<file path="src/hw/axi_sram_pkg.sv">
// AXI SRAM shared definitions
package axi_sram_pkg;

  // --------------------------------------------------------------------------
  // Bus widths and memory geometry
  // --------------------------------------------------------------------------
  localparam int AXI_ADDR_W = 32;
  localparam int AXI_DATA_W = 64;
  localparam int AXI_STRB_W = 8;
  localparam int AXI_ID_W   = 4;

  localparam int SRAM_DEPTH = 1024;
  localparam int SRAM_IDX_W = 10;
  // Byte offset bits inside one 64-bit word
  localparam int WORD_LSB   = 3;

  // --------------------------------------------------------------------------
  // Burst and response codes
  // --------------------------------------------------------------------------
  localparam logic [1:0] BURST_FIXED = 2'b00;
  localparam logic [1:0] BURST_INCR  = 2'b01;
  localparam logic [1:0] BURST_WRAP  = 2'b10;
  localparam logic [1:0] BURST_RSVD  = 2'b11;

  localparam logic [1:0] RESP_OKAY   = 2'b00;
  localparam logic [1:0] RESP_SLVERR = 2'b10;

  // --------------------------------------------------------------------------
  // Channel payloads
  // --------------------------------------------------------------------------
  // Shared by AW and AR
  typedef struct packed {
    logic [AXI_ID_W-1:0]   id;
    logic [AXI_ADDR_W-1:0] addr;
    logic [7:0]            len;
    logic [2:0]            size;
    logic [1:0]            burst;
  } axi_ax_t;

  typedef struct packed {
    logic [AXI_DATA_W-1:0] data;
    logic [AXI_STRB_W-1:0] strb;
    logic                  last;
  } axi_w_t;

  typedef struct packed {
    logic [AXI_ID_W-1:0] id;
    logic [1:0]          resp;
  } axi_b_t;

  typedef struct packed {
    logic [AXI_ID_W-1:0]   id;
    logic [AXI_DATA_W-1:0] data;
    logic [1:0]            resp;
    logic                  last;
  } axi_r_t;

endpackage

</file>
<file path="src/hw/axi_burst_addr.sv">
// AXI burst address stepper
`timescale 1ns/10ps

module axi_burst_addr (
  input  axi_sram_pkg::axi_ax_t                i_req,
  input  logic [axi_sram_pkg::AXI_ADDR_W-1:0] i_cur_addr,
  output logic [axi_sram_pkg::AXI_ADDR_W-1:0] o_next_addr,
  output logic                                 o_illegal
);
  import axi_sram_pkg::*;

  logic [AXI_ADDR_W-1:0] beat_bytes;
  logic [AXI_ADDR_W-1:0] incr_addr;
  logic [AXI_ADDR_W-1:0] wrap_bytes;
  logic [AXI_ADDR_W-1:0] wrap_mask;
  logic                  wrap_len_ok;

  assign beat_bytes = AXI_ADDR_W'(1) << i_req.size;
  assign incr_addr  = i_cur_addr + beat_bytes;

  // Window size is beats times beat size, aligned to itself
  assign wrap_bytes = (AXI_ADDR_W'(i_req.len) + AXI_ADDR_W'(1)) << i_req.size;
  assign wrap_mask  = wrap_bytes - AXI_ADDR_W'(1);

  always_comb begin
    case (i_req.len)
      8'd1, 8'd3, 8'd7, 8'd15: wrap_len_ok = 1'b1;
      default:                 wrap_len_ok = 1'b0;
    endcase
  end

  always_comb begin
    case (i_req.burst)
      BURST_INCR: o_next_addr = incr_addr;
      BURST_WRAP: o_next_addr = (i_cur_addr & ~wrap_mask) | (incr_addr & wrap_mask);
      default:    o_next_addr = i_cur_addr;
    endcase
  end

  assign o_illegal = (i_req.burst == BURST_RSVD) ||
                     ((i_req.burst == BURST_WRAP) && !wrap_len_ok) ||
                     (i_req.size > 3'(WORD_LSB));

endmodule

</file>
<file path="src/hw/axi_sram_wr.sv">
// AXI SRAM write engine
`timescale 1ns/10ps

module axi_sram_wr (
  input  logic                                 i_aclk,
  input  logic                                 i_arst_n,
  input  axi_sram_pkg::axi_ax_t                i_aw,
  input  logic                                 i_aw_valid,
  output logic                                 o_aw_ready,
  input  axi_sram_pkg::axi_w_t                 i_w,
  input  logic                                 i_w_valid,
  output logic                                 o_w_ready,
  output axi_sram_pkg::axi_b_t                 o_b,
  output logic                                 o_b_valid,
  input  logic                                 i_b_ready,
  output logic                                 o_we,
  output logic [axi_sram_pkg::SRAM_IDX_W-1:0] o_widx,
  output logic [axi_sram_pkg::AXI_DATA_W-1:0] o_wdata,
  output logic [axi_sram_pkg::AXI_STRB_W-1:0] o_wbe
);
  import axi_sram_pkg::*;

  typedef enum logic [1:0] {
    WR_IDLE,
    WR_DATA,
    WR_RESP
  } wr_state_t;

  wr_state_t             state;
  axi_ax_t               req;
  logic [AXI_ADDR_W-1:0] cur_addr;
  logic [AXI_ADDR_W-1:0] next_addr;
  logic                  illegal;
  logic                  beat_err;
  logic                  err_flag;
  logic                  aw_fire;
  logic                  w_fire;
  logic                  b_fire;

  assign aw_fire = i_aw_valid & o_aw_ready;
  assign w_fire  = i_w_valid & o_w_ready;
  assign b_fire  = o_b_valid & i_b_ready;

  assign o_aw_ready = (state == WR_IDLE);
  assign o_w_ready  = (state == WR_DATA);
  assign o_b_valid  = (state == WR_RESP);

  assign beat_err = illegal | (cur_addr[AXI_ADDR_W-1:SRAM_IDX_W+WORD_LSB] != '0);

  // Memory write on the W transfer edge itself
  assign o_we    = w_fire & ~beat_err;
  assign o_widx  = cur_addr[SRAM_IDX_W+WORD_LSB-1:WORD_LSB];
  assign o_wdata = i_w.data;
  assign o_wbe   = i_w.strb;

  assign o_b.id   = req.id;
  assign o_b.resp = err_flag ? RESP_SLVERR : RESP_OKAY;

  axi_burst_addr i_axi_burst_addr (
    .i_req       (req),
    .i_cur_addr  (cur_addr),
    .o_next_addr (next_addr),
    .o_illegal   (illegal)
  );

  // --------------------------------------------------------------------------
  // FSM and sticky error
  // --------------------------------------------------------------------------
  always_ff @(posedge i_aclk or negedge i_arst_n) begin
    if (!i_arst_n) begin
      state    <= WR_IDLE;
      err_flag <= 1'b0;
    end else begin
      case (state)
        WR_IDLE: begin
          if (aw_fire) begin
            state    <= WR_DATA;
            err_flag <= 1'b0;
          end
        end
        WR_DATA: begin
          if (w_fire) begin
            if (beat_err) begin
              err_flag <= 1'b1;
            end
            if (i_w.last) begin
              state <= WR_RESP;
            end
          end
        end
        WR_RESP: begin
          if (b_fire) begin
            state <= WR_IDLE;
          end
        end
        default: begin
          state <= WR_IDLE;
        end
      endcase
    end
  end

  // Captured request and running beat address
  always_ff @(posedge i_aclk) begin
    if (aw_fire) begin
      req      <= i_aw;
      cur_addr <= i_aw.addr;
    end else if (w_fire) begin
      cur_addr <= next_addr;
    end
  end

endmodule

</file>
<file path="config.mk">
export PLATFORM = sky130hd
export DESIGN_NAME = axi_sram_wr
export DESIGN_NICKNAME = d
export VERILOG_FILES = /design/src/hw/axi_sram_pkg.sv /design/src/hw/axi_burst_addr.sv /design/src/hw/axi_sram_wr.sv
export SDC_FILE = /design/constraint.sdc
export NUM_CORES = 1
export LEC_CHECK = 0
export ABC_CLOCK_PERIOD_IN_PS = 3910
export BUFFER_PORTS_ARGS = -buffer_cell sky130_fd_sc_hd__buf_2
export CAP_MARGIN = 10
export CELL_PAD_IN_SITES_DETAIL_PLACEMENT = 0
export CELL_PAD_IN_SITES_GLOBAL_PLACEMENT = 2
export CORE_MARGIN = 2
export CORE_UTILIZATION = 28
export DETAILED_ROUTE_END_ITERATION = 6
export GPL_TIMING_DRIVEN = 0
export PLACE_DENSITY_LB_ADDON = 0.1
export SYNTH_ARGS = -nofsm -noshare
export SYNTH_HDL_FRONTEND = slang
export SYNTH_SLANG_ARGS = --single-unit
export TNS_END_PERCENT = 30
</file>
<file path="constraint.sdc">
create_clock -name i_aclk -period 3.91 [get_ports i_aclk]
set_input_delay 0.391 -clock i_aclk [delete_from_list [all_inputs] [get_ports i_aclk]]
set_output_delay 0.391 -clock i_aclk [all_outputs]
set_load 0.01 [all_outputs]
</file>
==> impl_metrics.ini <==
[logic_synthesis]
synth_xor_area_share_pct = 7.32
yosys_warnings = 0
yosysTopAreaCell = edfxtp_1
synth_mux_area_share_pct = 1.14
synth_most_common_cell = buf_4
synth_edf_count = 49
synth_top_area_share_pct = 28.0
synth-simple-area-share_pct = 19.9
synth_fp_nets = 757
ys_types = 69
ys_async_sr_fraction_pct = 5.77
ys_seq_area_share_pct = 29.4
synth_common_cells = buf_4, nor2_1, edfxtp_1
ys_ff_latch = 52
synthCells = 616
synthAdderAreaFrac_pct = 3.47
syn_avg_cell_area_um2 = 8.54
synth_top_family_by_area = compound AO/OA/AOI/OAI gates
synthesis.area_um2 = 5260
netlist_top_cells_area = edfxtp_1, buf_4, nor2_1
synth-compound-area-share_pct = 21.5
yosys_most_used_dff = edfxtp_1

[sta]
fin_crit_sh_pct = 93.4
worst_pin_slew_ns = 0.731
fin_crit_ns = 3.65
max_slew_margin_pct = 50.9
fin_ws_ns = 0.258
hold_viol = 0
drv_slew = 0
tns_ns = 0
whs_ns = 0.243
fmax_mhz = 274
rsz0062_at_grt = false
skew_ns = 0.0152
setup_viol = 0

[die]
dieArea_um2 = 19900
core_area_um2 = 18600
die-height_um = 141
die_width_um = 141
row_count = 50
start_util_pct = 28.3
ios = 219

[critical_path]
r2r-start = req[6]$_DFFE_PP_
path_buf_inv = 1
crit_start = req[6]$_DFFE_PP_
arrival_ns = 3.67
start_kind = flip-flop
worstPathMaxFanout = 8
worstSetupEndpointType = flip-flop
critical_path_class = reg -> reg
critPathRequiredTime_ns = 3.93
critPathMaxStageDelay_ns = 0.50
cp_cell_sequence = ha_1 -> clkbuf_1 -> xnor2_2 -> o211ai_1 -> a32oi_1 -> o211ai_4 -> nor3b_4 -> and4_4 -> and2_1 -> ha_1 -> nor2_1 -> nor2_1 -> o21ai_0
rrSetupSlack_ns = 0.26
cpLargestDelayFamily = simple AND/OR/NAND/NOR gates
r2r.worst_path.cells = 13
cpMaxStageDelayCell = edfxtp_1

[routing]
vias_per_cell = 4.90
initialDrtViolationCount = 242
antenna_left = 0
first_pass_iters = 4
wl_per_cell_um = 16.8
routed_wl_um = 16900
drc = 0
vias = 4923

[global_routing]
grt.total_usage_pct = 16.3
grt_pass1_vias = 4588
grt_pass1_wl_um = 25400
grt_max_degree = 27
grt_remaining_overflow = 0
antenna_found_initial = 0

[power_and_ir_drop]
powerDensity_nw_per_um2 = 536
max-vdd-ir-drop_mv = 0.187
leakage_nw = 2.85
fin_total_pwr_mw = 3.45

[placed_design]
pre_cts_ws_ns = 0.254
postPlaceCellArea_um2 = 6280
port-buffer-count = 145
finalWeightedCongestion = 0.881
post-place-cells = 995
hpwl_um = 13500

[hold_path]
min_path_cells = 2
hold_class = in -> reg
hold_start = i_b_ready
min_to = state[1]$_DFFE_PN0P_

[cells_and_area]
drive_gt1_share_pct = 36.1
antennaDiodeCount = 0
multiInputGateArea_um2 = 2810
instances_no_fill = 1004
area_growth_pct = 22.4
regArea_um2 = 1550
fin_area_um2 = 6440
final_core_utilization_pct = 34.7
fillers = 2007
fin_nets = 910

[clocking]
cts_max_level = 2
clkTransAtPathRegs_ns = 0.08
cts_setup_buffers = 0
worstSkewPairLatency_ns = 0.31
root_buffer = clkbuf_16
cts_sinks = 52
cts_buffer_depth = 2
cts_buffers = 5
cts_tree = done

[flow_run]
maxCapViolations = 0

[status]
status = finished, final reports clean
==> placed cells by master, fill, tap and decap left out, drive strengths merged, types with 7 or more instances in the layout <==
cell      n
nor2b    11
nand2b    7
inv      19
clkbuf   21
edfxtp   49
xor2     17
o21ai    33
nand3    21
nor4     10
nor3     17
buf     251
a21oi    29
or3       7
a211oi   21
o211a    10
xnor2    24
and3     10
a21o      8
o211ai    9
nand4     7
ha       13
nand2    43
nor2     63
==> metal layers <==
metal  track usage (%)  wire (um)  vias to the layer above
li1                  -          -                     2448
met1              20.9       7430                     2298
met2              28.8       8410                      163
met3              2.58        868                       14
met4              3.42        195                        0
met5                 0          0                        -
==> report_power, final <==
group,switching (mW),internal [mW],total (mW)
Sequential,0.172,0.889,1.06
Combinational,1.11,0.799,1.91
Clock,0.242,0.241,0.483
Total,1.53,1.93,3.45
==> kinds of logic (layout without fill, tap and decap cells) <==
logic type,Yosys count,in the layout
other,1,1
AO/OA/AOI/OAI,153,153
buffers and inverters,140,294
adder cells (fa/ha/maj),14,14
AND/OR/NAND/NOR,209,209
multiplexers,6,6
flip-flops,52,52
XOR/XNOR,41,41
==> layout make-up <==
cell class,instances,share of cell area (%)
clock buffers,6,2.00
repair buffers,146,11.4
plain buffers,121,13.0
flip-flops and latches,52,24.0
multi-input cells,424,43.7
clock inverters,2,0.214
inverters,19,1.11
well taps,234,4.55
==> worst max-delay path by stage <==
stage	endpoint	slack, ns	cells after the start
after CTS	flip-flop	0.22	15
after floorplan	flip-flop	0.75	13
after detailed placement	flip-flop	0.25	14
final	flip-flop	0.26	13
after global routing	flip-flop	0.005	15
after global placement	flip-flop	0.22	12
==> timing repair <==
item / 4_1_cts / 5_1_grt
hold buffers: 1 / 0
resized for setup: 0 / 3
endpoints found under the setup margin: 0 / 6
hold endpoints to repair: 3 / 0
No activity file was read; power rests on OpenSTA's default activity.
