--- src/hw/axi_sram_pkg.sv ---
// AXI SRAM shared definitions
package axi_sram_pkg;

  // --------------------------------------------------------------------------
  // Bus widths and memory geometry
  // --------------------------------------------------------------------------
  localparam int AXI_ADDR_W = 32;
  localparam int AXI_DATA_W = 64;
  localparam int AXI_STRB_W = 8;
  localparam int AXI_ID_W   = 4;

  localparam int SRAM_DEPTH = 1024;
  localparam int SRAM_IDX_W = 10;
  // Byte offset bits inside one 64-bit word
  localparam int WORD_LSB   = 3;

  // --------------------------------------------------------------------------
  // Burst and response codes
  // --------------------------------------------------------------------------
  localparam logic [1:0] BURST_FIXED = 2'b00;
  localparam logic [1:0] BURST_INCR  = 2'b01;
  localparam logic [1:0] BURST_WRAP  = 2'b10;
  localparam logic [1:0] BURST_RSVD  = 2'b11;

  localparam logic [1:0] RESP_OKAY   = 2'b00;
  localparam logic [1:0] RESP_SLVERR = 2'b10;

  // --------------------------------------------------------------------------
  // Channel payloads
  // --------------------------------------------------------------------------
  // Shared by AW and AR
  typedef struct packed {
    logic [AXI_ID_W-1:0]   id;
    logic [AXI_ADDR_W-1:0] addr;
    logic [7:0]            len;
    logic [2:0]            size;
    logic [1:0]            burst;
  } axi_ax_t;

  typedef struct packed {
    logic [AXI_DATA_W-1:0] data;
    logic [AXI_STRB_W-1:0] strb;
    logic                  last;
  } axi_w_t;

  typedef struct packed {
    logic [AXI_ID_W-1:0] id;
    logic [1:0]          resp;
  } axi_b_t;

  typedef struct packed {
    logic [AXI_ID_W-1:0]   id;
    logic [AXI_DATA_W-1:0] data;
    logic [1:0]            resp;
    logic                  last;
  } axi_r_t;

endpackage

--- src/hw/axi_burst_addr.sv ---
// AXI burst address stepper
`timescale 1ns/10ps

module axi_burst_addr (
  input  axi_sram_pkg::axi_ax_t                i_req,
  input  logic [axi_sram_pkg::AXI_ADDR_W-1:0] i_cur_addr,
  output logic [axi_sram_pkg::AXI_ADDR_W-1:0] o_next_addr,
  output logic                                 o_illegal
);
  import axi_sram_pkg::*;

  logic [AXI_ADDR_W-1:0] beat_bytes;
  logic [AXI_ADDR_W-1:0] incr_addr;
  logic [AXI_ADDR_W-1:0] wrap_bytes;
  logic [AXI_ADDR_W-1:0] wrap_mask;
  logic                  wrap_len_ok;

  assign beat_bytes = AXI_ADDR_W'(1) << i_req.size;
  assign incr_addr  = i_cur_addr + beat_bytes;

  // Window size is beats times beat size, aligned to itself
  assign wrap_bytes = (AXI_ADDR_W'(i_req.len) + AXI_ADDR_W'(1)) << i_req.size;
  assign wrap_mask  = wrap_bytes - AXI_ADDR_W'(1);

  always_comb begin
    case (i_req.len)
      8'd1, 8'd3, 8'd7, 8'd15: wrap_len_ok = 1'b1;
      default:                 wrap_len_ok = 1'b0;
    endcase
  end

  always_comb begin
    case (i_req.burst)
      BURST_INCR: o_next_addr = incr_addr;
      BURST_WRAP: o_next_addr = (i_cur_addr & ~wrap_mask) | (incr_addr & wrap_mask);
      default:    o_next_addr = i_cur_addr;
    endcase
  end

  assign o_illegal = (i_req.burst == BURST_RSVD) ||
                     ((i_req.burst == BURST_WRAP) && !wrap_len_ok) ||
                     (i_req.size > 3'(WORD_LSB));

endmodule

--- src/hw/axi_sram_rd.sv ---
// AXI SRAM read engine
`timescale 1ns/10ps

module axi_sram_rd (
  input  logic                                 i_aclk,
  input  logic                                 i_arst_n,
  input  axi_sram_pkg::axi_ax_t                i_ar,
  input  logic                                 i_ar_valid,
  output logic                                 o_ar_ready,
  output axi_sram_pkg::axi_r_t                 o_r,
  output logic                                 o_r_valid,
  input  logic                                 i_r_ready,
  output logic                                 o_re,
  output logic [axi_sram_pkg::SRAM_IDX_W-1:0] o_ridx,
  input  logic [axi_sram_pkg::AXI_DATA_W-1:0] i_rdata
);
  import axi_sram_pkg::*;

  typedef enum logic [1:0] {
    RD_IDLE,
    RD_FETCH,
    RD_HOLD
  } rd_state_t;

  rd_state_t             state;
  axi_ax_t               req;
  logic [AXI_ADDR_W-1:0] cur_addr;
  logic [AXI_ADDR_W-1:0] next_addr;
  logic                  illegal;
  logic [7:0]            beat_cnt;
  logic                  last_beat;
  logic                  beat_err;
  logic                  ar_fire;
  logic                  r_fire;
  logic                  r_load;

  assign ar_fire    = i_ar_valid & o_ar_ready;
  assign r_fire     = o_r_valid & i_r_ready;
  assign o_ar_ready = (state == RD_IDLE);
  assign last_beat  = (beat_cnt == req.len);

  // First HOLD cycle, memory data is on i_rdata
  assign r_load = (state == RD_HOLD) & ~o_r_valid;

  // Out of range above 8 KiB, or a bad burst
  assign beat_err = illegal | (cur_addr[AXI_ADDR_W-1:SRAM_IDX_W+WORD_LSB] != '0);

  assign o_re   = (state == RD_FETCH) & ~beat_err;
  assign o_ridx = cur_addr[SRAM_IDX_W+WORD_LSB-1:WORD_LSB];

  axi_burst_addr i_axi_burst_addr (
    .i_req       (req),
    .i_cur_addr  (cur_addr),
    .o_next_addr (next_addr),
    .o_illegal   (illegal)
  );

  // --------------------------------------------------------------------------
  // FSM and beat counter
  // --------------------------------------------------------------------------
  always_ff @(posedge i_aclk or negedge i_arst_n) begin
    if (!i_arst_n) begin
      state     <= RD_IDLE;
      o_r_valid <= 1'b0;
      beat_cnt  <= '0;
    end else begin
      case (state)
        RD_IDLE: begin
          if (ar_fire) begin
            state    <= RD_FETCH;
            beat_cnt <= '0;
          end
        end
        RD_FETCH: begin
          state <= RD_HOLD;
        end
        RD_HOLD: begin
          if (r_load) begin
            o_r_valid <= 1'b1;
          end else if (r_fire) begin
            o_r_valid <= 1'b0;
            beat_cnt  <= beat_cnt + 8'd1;
            state     <= last_beat ? RD_IDLE : RD_FETCH;
          end
        end
        default: begin
          state <= RD_IDLE;
        end
      endcase
    end
  end

  // --------------------------------------------------------------------------
  // Request, address and R beat registers
  // --------------------------------------------------------------------------
  always_ff @(posedge i_aclk) begin
    if (ar_fire) begin
      req      <= i_ar;
      cur_addr <= i_ar.addr;
    end else if (r_fire) begin
      cur_addr <= next_addr;
    end

    if (r_load) begin
      o_r.id   <= req.id;
      o_r.data <= beat_err ? '0 : i_rdata;
      o_r.resp <= beat_err ? RESP_SLVERR : RESP_OKAY;
      o_r.last <= last_beat;
    end
  end

endmodule

--- config.mk ---
export PLATFORM = sky130hd
export DESIGN_NAME = axi_sram_rd
export DESIGN_NICKNAME = d
export VERILOG_FILES = /design/src/hw/axi_sram_pkg.sv /design/src/hw/axi_burst_addr.sv /design/src/hw/axi_sram_rd.sv
export SDC_FILE = /design/constraint.sdc
export NUM_CORES = 1
export LEC_CHECK = 0
export BUFFER_PORTS_ARGS = -buffer_cell sky130_fd_sc_hd__buf_2
export CAP_MARGIN = 20
export CORE_MARGIN = 2
export CORE_UTILIZATION = 38
export CTS_BUF_LIST = sky130_fd_sc_hd__clkbuf_2
export CTS_CLUSTER_SIZE = 14
export DETAILED_ROUTE_END_ITERATION = 8
export PLACE_DENSITY = 0.69
export RECOVER_POWER = 50
export SLEW_MARGIN = 5
export SYNTH_ARGS = -nofsm -noshare
export SYNTH_HDL_FRONTEND = slang
export SYNTH_SLANG_ARGS = --single-unit
--- constraint.sdc ---
create_clock -name i_aclk -period 6 [get_ports i_aclk]
set_clock_uncertainty 0.2 [all_clocks]
set_input_delay 0.3 -clock i_aclk [delete_from_list [all_inputs] [get_ports i_aclk]]
set_output_delay 0.3 -clock i_aclk [all_outputs]
set_load 0.005 [all_outputs]
==> run metrics, run 1 <==
Ys Warns=0; post-synthesis adder-cell area fraction=0.0259; P per Cell Area=342 nW/µm²; I/O Buffers=199; clock sink total=130; Multi-input gate area=3390 µm²; failing checks=max-capacitance violations, max-slew violations; most frequent cells in the layout=buf_2 (132), edfxtp_1 (119), dlygate4sd3_1 (119); RSZ-0062 raised after global routing=false; Fillers=1762; grt total ovfl=0; final setup TNS=0 ps; Layout Nets=1149; gr usage total=0.200; Worst Setup EP=o_re; Root Buffer=clkbuf_2; CP bufs+invs=3; commonest non-fill, non-tap cell in the layout=buf_2; synthesis-to-layout area growth=33.2%; dpl hpwl=14100 µm; Slew HR=-1.52; Worst Hold Depth=4; Die Y=145 µm; Synth Area in XOR/XNOR=0.0661; Clk Latency, worst-skew pair=690 ps; Post-Layout Cell Count=1296; worst IR drop on VDD=0.158 mV; P_leak=3.82 nW; Stages on worst setup path=9; setup ws final=between 1500 and 2000 ps; final design utilization=0.516; share of cells above drive strength 1=0.184; synthesized flop and latch total=130; worst min path class=primary input to flip-flop; first-pass GRT wire length=33700 µm; I/O pin total=201; Critical Path AT=3830 ps; WL/cell=16.3 µm; fin. max-slew vios=71; final hold vios=0; pin count of the biggest net entering global routing=71; largest family of logic cells by synthesized area=simple AND/OR/NAND/NOR gates; CP Data Required Time=5500 ps; max-cap violations=1; Setup violations, final=0; ys flop type=edfxtp_1; simple logic cell fraction of the synthesized area=0.209; post-synthesis mux area share=0.0126; cell family with most CP delay=flip-flops; CTS tree=built; vias in the first global route=6575; Clock Path Buffers=2; Vias=6727; Yosys cell types=74; Synth Instances=between 700 and 800; Post-CTS Resized=0; Synthesized Nets=~860; routability cong.=0.905; FMAX=231 MHz; R2R Setup Slk=1920 ps; Num CTS Buffers=17; number of synthesized flops with an enable pin=between 100 and 150; worst flop-to-flop path startpoint=req[2]; initial antenna violation count=1; Post-Place Cells=1144; H-tree depth=4; Worst setup EP type=output pin; R2R cell count=14; post-synth top area share=0.473; status=finished with violations; period utilization=0.721; core area=roughly 19000 µm²; crit path max-delay cell type=edfxtp_1; CP startpoint=req[5]; dpl ws=1980 ps; Startpoint Class=flip-flop; WHS=99.0 ps; asr flop ratio synth=0.0846; Die W=145 µm; synthesized area=7550 µm²; Initial Utilization=0.388; final wirelength=21200 µm; vias per inst=5.19; # rows=51; First-pass DRT Iterations=7; Least-Margin Pin Slew=between 3000 and 4000 ps; min cycle time layout=between 4000 and 5000 ps; Synth Area in Compound Gates=0.130; Initial DRC Count=464; Avg Inst Size Synth=between 10 and 15 µm²; DRC Markers=0; synth top area cells=edfxtp_1 (47%), and2_1 (5.4%), nor2_1 (4.6%); clock slew at reported path FFs=250 ps; sequential element share of the synthesized area=0.510; CP Class=flip-flop to output pin; CP Max Fanout=65; post-route ant nets=0; die footprint=21000 µm²; FF+latch area=3850 µm²; slowest cell delay on critical path=920 ps; crit path cell chain=ha_1 -> a21oi_1 -> nor2_1 -> o211ai_1 -> a211oi_4 -> buf_4 -> inv_1 -> nor3_1 -> buf_2; Yosys top cell by area=edfxtp_1
-- metal layers --
metal / global-route usage / up-vias / share of wire
li1: - / 3217 / -
met1: 0.258 / 3205 / 0.43
met2: 0.325 / 254 / 0.48
met3: 0.0415 / 51 / 0.051
met4: 0.0866 / 0 / 0.032
met5: 0 / - / 0
-- metrics by stage --
| stage | area (µm²) | power [mW] |
|---|---|---|
| floorplan | 7550 | 2.43 |
| global placement | 8690 | 2.79 |
| detailed placement | 8700 | 2.82 |
| CTS | 10100 | 3.46 |
| global route | 10100 | 3.68 |
| finish | 10100 | 3.43 |
-- report_power, final --
| part | total (mW) | switching [mW] | leakage [nW] | internal [mW] |
|---|---|---|---|---|
| clock | 0.574 | 0.401 | 0.150 | 0.173 |
| combinational | 1.35 | 0.791 | 2.46 | 0.557 |
| sequential | 1.51 | 0.191 | 1.20 | 1.32 |
-- area by class of cell --
class	instances	area share
sequential	130	0.383
clock buffer	17	0.00847
inverter	19	0.00710
antenna	1	0.000249
tap	265	0.0330
clock inverter	15	0.0159
timing repair buffer	326	0.215
multi-input combinational	523	0.337
-- cell usage after synthesis, types with 10 or more instances --
library cell,n
clkbuf_1,25
edfxtp_1,119
xor2_1,29
nor2_1,92
a21oi_1,28
ha_1,14
nor3_1,17
xnor2_1,28
nand3_1,22
and3_1,13
o21ai_0,24
inv_1,17
dfrtp_1,11
nand2_1,37
nand4_1,10
a21o_1,11
and2_1,65
nor4_1,13
a211oi_1,29
buf_2,13
buf_4,12
-- worst min-delay path by stage --
| stage | startpoint | to | slack (ps) |
|---|---|---|---|
| after global placement | i_arst_n | beat_cnt[5] | -20 |
| final | i_ar_valid | flip-flop | 100 |
| after CTS | i_ar_valid | flip-flop | 0.2 |
| after detailed placement | i_arst_n | beat_cnt[5] | -20 |
| after global routing | i_ar[10] | req[10] | 0.3 |
| after floorplan | i_arst_n | beat_cnt[0] | -200 |
-- tightest hold or removal path: stages --
cell and delay [ps]:
buf_2 80, nand2_1 40, buf_4 280, a21oi_1 180
-- kinds of logic after synthesis --
group | count (synthesis)
XOR/XNOR | 57
multiplexers | 9
AND/OR/NAND/NOR | 302
flip-flops | 130
buffers and inverters | 74
other | 1
adder cells (fa/ha/maj) | 15
AO/OA/AOI/OAI | 139
-- what timing repair did --
action | CTS | global route
hold buffers | 116 | 3
hold endpoints to repair | 132 | 3
setup buffers | 0 | 0
(Power assumes the default switching activity.)
==> run 2: changes to the inputs <==
--- a/config.mk
+++ b/config.mk
@@ -5,6 +5,7 @@
 export SDC_FILE = /design/constraint.sdc
 export NUM_CORES = 1
 export LEC_CHECK = 0
+export ABC_AREA = 1
 export BUFFER_PORTS_ARGS = -buffer_cell sky130_fd_sc_hd__buf_2
 export CAP_MARGIN = 20
 export CORE_MARGIN = 2
@@ -12,7 +13,7 @@
 export CTS_BUF_LIST = sky130_fd_sc_hd__clkbuf_2
 export CTS_CLUSTER_SIZE = 14
 export DETAILED_ROUTE_END_ITERATION = 8
-export PLACE_DENSITY = 0.69
+export PLACE_DENSITY = 0.68
 export RECOVER_POWER = 50
 export SLEW_MARGIN = 5
 export SYNTH_ARGS = -nofsm -noshare
==> constraint.sdc (replaced) <==
create_clock -name i_aclk -period 4.4 [get_ports i_aclk]
set_clock_uncertainty 0.2 [all_clocks]
set_input_delay 0.22 -clock i_aclk [delete_from_list [all_inputs] [get_ports i_aclk]]
set_output_delay 0.22 -clock i_aclk [all_outputs]
set_load 0.005 [all_outputs]
==> run metrics, run 2 <==
status=finished with violations (unchanged); failing checks=max-capacitance violations, max-slew violations (unchanged); core area=20200 µm² (was 19500 µm²); I/O Buffers=199 (unchanged); CP Max Fanout=10 (was 65); Fillers=1876 (was 1762); post-route ant nets=0 (unchanged); slowest cell delay on critical path=540 ps (was 920 ps); Root Buffer=clkbuf_2 (unchanged); die footprint=21800 µm² (was 21000 µm²); crit path max-delay cell type=dlygate4sd3_1 (was edfxtp_1); cell family with most CP delay=simple AND/OR/NAND/NOR gates (was flip-flops); largest family of logic cells by synthesized area=simple AND/OR/NAND/NOR gates (unchanged); H-tree depth=4 (unchanged); vias in the first global route=7349 (was 6575); number of synthesized flops with an enable pin=119 (unchanged); period utilization=0.921; Synth Area in XOR/XNOR=0.0301 (was 0.0661); DRC Markers=0 (unchanged); routability cong.=0.899 (was 0.905); final hold vios=0 (unchanged); CP bufs+invs=5 (was 3); Top Layer Used=met4 (unchanged); CTS tree=built (unchanged); clock sink total=130 (unchanged); Critical Path AT=4350 ps (was 3830 ps); P per Cell Area=462 nW/µm² (was 342 nW/µm²); post-synthesis mux area share=0 (was 0.0126); CP Data Required Time=4700 ps (was 5500 ps); min cycle time layout=4050 ps; Yosys top cell by area=edfxtp_1 (unchanged); simple logic cell fraction of the synthesized area=0.295 (was 0.209); most frequent cells in the layout=nand2_1 (211), dlygate4sd3_1 (155), buf_2 (142) (was buf_2 (132), edfxtp_1 (119), dlygate4sd3_1 (119)); crit path cell chain=buf_4 -> inv_4 -> nand2_2 -> nor2_1 -> ha_1 -> inv_1 -> fa_1 -> inv_1 -> nand3_1 -> nand2_1 -> nand4_1 -> a21oi_2 -> nand2_1 -> nor2_2 -> nand4_1 -> nor2_1 -> nand2_1 -> nand4_1 -> nand2_1 -> dlygate4sd3_1 (was ha_1 -> a21oi_1 -> nor2_1 -> o211ai_1 -> a211oi_4 -> buf_4 -> inv_1 -> nor3_1 -> buf_2); Placement Cell Area=9100 µm² (was 8700 µm²); Layout Nets=1419 (was 1149); Die W=148 µm (was 145 µm); Least-Margin Pin Slew=2690 ps (was 3780 ps); top post-synthesis cells by count=nand2_1 (211), inv_1 (134), edfxtp_1 (119), nor2_1 (115), nand3_1 (72) (was edfxtp_1 (119), nor2_1 (92), and2_1 (65), nand2_1 (37)); final design utilization=0.538 (was 0.516); sequential element share of the synthesized area=0.490 (was 0.510); gr usage total=0.203 (was 0.200); initial antenna violation count=1 (unchanged); I/O pin total=201 (unchanged); Startpoint Class=flip-flop (unchanged); FMAX=247 MHz; FF+latch area=3850 µm² (unchanged); post-route cell area=10900 µm² (was 10100 µm²); Num CTS Buffers=17 (unchanged); fin. max-slew vios=33 (was 71); Synth Area in Compound Gates=0.0613 (was 0.130); Worst setup EP type=flip-flop (was output pin); ys flop type=edfxtp_1 (unchanged); most common cell in the netlist=nand2_1 (was edfxtp_1); Yosys cell types=49 (was 74); # rows=52 (was 51); Avg Inst Size Synth=8.43 µm² (was 10.4 µm²); max-cap violations=1 (unchanged); WL/cell=14.1 µm (was 16.3 µm); Setup violations, final=0 (unchanged); Die Y=148 µm (was 145 µm); dpl hpwl=15100 µm (was 14100 µm); post-synth top area share=0.455 (was 0.473); P_leak=5.00 nW (was 3.82 nW); share of cells above drive strength 1=0.199 (was 0.184); Ys Warns=0 (unchanged); Synth Instances=932 (was 727); final wirelength=22100 µm (was 21200 µm); commonest non-fill, non-tap cell in the layout=nand2_1 (was buf_2); synthesized area=7860 µm² (was 7550 µm²); CP Class=flip-flop to flip-flop (was flip-flop to output pin); post-synthesis adder-cell area fraction=0.0248 (was 0.0259); First-pass DRT Iterations=6 (was 7); most used cell, CP=nand2_1; asr flop ratio synth=0.0846 (unchanged); Initial DRC Count=349 (was 464); synth top area cells=edfxtp_1 (45%), nand2_1 (10%), inv_1 (6.4%) (was edfxtp_1 (47%), and2_1 (5.4%), nor2_1 (4.6%)); synthesis-to-layout area growth=38.5% (was 33.2%); M1 wire length=9570 µm (was 9140 µm); clock slew at reported path FFs=260 ps (was 250 ps); grt total ovfl=0 (unchanged); Synthesized Nets=1064 (was 859); Clock Path Buffers=2 (unchanged); Slew HR=-0.798 (was -1.52); Multi-input gate area=3240 µm² (was 3390 µm²); WL met2=10800 µm (was 10300 µm); worst IR drop on VDD=0.214 mV (was 0.158 mV); Clk Latency, worst-skew pair=730 ps (was 690 ps); first-pass GRT wire length=35300 µm (was 33700 µm); worst min path class=primary input to flip-flop (unchanged); WL met3=1420 µm (was 1070 µm); Vias=7397 (was 6727); pin count of the biggest net entering global routing=39 (was 71); synthesized flop and latch total=130 (unchanged); vias per inst=4.71 (was 5.19); Initial Utilization=0.388 (about the same)
run 2: cell types whose count changed after synthesis, moves of 11 or more:
| cell | previous run | this run |
|---|---|---|
| and2_1 | 65 | 0 |
| clkbuf_1 | 25 | 14 |
| xor2_1 | 29 | 9 |
| nor2_1 | 92 | 115 |
| a211oi_1 | 29 | 0 |
| a21o_1 | 11 | 0 |
| inv_1 | 17 | 134 |
| nand3_1 | 22 | 72 |
| nand2_2 | 0 | 17 |
| nand2_1 | 37 | 211 |
run 2: cell type report:
type                            count  area share
Sequential cell                   130       0.354
Multi-Input combinational cell    618       0.298
Timing Repair Buffer              377       0.245
Inverter                          143      0.0497
Tap cell                          270      0.0310
Clock inverter                     15      0.0153
Clock buffer                       17     0.00782
Antenna cell                        1    0.000230
run 2: final timing paths:
path,end,depth (start not counted),slack [ps],startpoint
max in group asynchronous,beat_cnt[1],3,3340,i_arst_n
min in group asynchronous,beat_cnt[5],3,300,i_arst_n
hold reg to reg,o_r[69],0,250,req[47]
hold / removal,flip-flop,4,90,i_ar[24]
setup reg to reg,flip-flop,20,350,req[3]
setup / recovery,flip-flop,20,350,req[3]
run 2: power by group:
group	leakage (nW)	internal, mW	switching (mW)
registers	1.27	1.83	0.270
logic	3.59	0.875	1.28
clock network	0.143	0.234	0.546
total	5.00	2.94	2.09
run 2: kinds of logic (layout without fill, tap and decap cells):
group,Yosys count,count (layout)
AND/OR/NAND/NOR,492,492
other,1,2
adder cells (fa/ha/maj),15,15
XOR/XNOR,27,27
flip-flops,130,130
buffers and inverters,184,552
AO/OA/AOI/OAI,83,83
run 2: repair_timing:
action / in CTS / in global routing
resized for setup: 0 / 1
endpoints found under the hold margin: 135 / 2
endpoints found under the setup margin: 0 / 3
setup buffers: 0 / 9
hold buffers: 153 / 2
run 2: worst reg2reg max path: stages (launching register included):
cell and delay [ps]:
edfxtp_1 430, buf_4 190, inv_4 130, nand2_2 90, nor2_1 100, ha_1 170
inv_1 50, fa_1 400, inv_1 70, nand3_1 60, nand2_1 130, nand4_1 140
a21oi_2 230, nand2_1 150, nor2_2 180, nand4_1 210, nor2_1 160, nand2_1 60
nand4_1 90, nand2_1 50, dlygate4sd3_1 540
run 2: through the flow:
step / power (mW) / std cells / setup TNS (ps) / hold slack, ps / setup WS (ps)
floorplan: 3.45 / 932 / 0 / -276 / 243
global placement: 4.00 / 1374 / 0 / -96.8 / 813
detailed placement: 4.03 / 1374 / 0 / -92.1 / 717
CTS: 5.05 / 1559 / 0 / 14.5 / 147
global route: 5.41 / 1571 / -44.3 / 12.7 / -44.3
finish: 5.03 / 1571 / 0 / 86.2 / 349
run 2: routing by layer:
| metal | vias to the layer above | track usage |
|---|---|---|
| met1 | 3380 | 0.251 |
| met2 | 252 | 0.359 |
| met5 | - | 0 |
| met4 | 0 | 0.0620 |
| li1 | 3742 | - |
| met3 | 23 | 0.0383 |
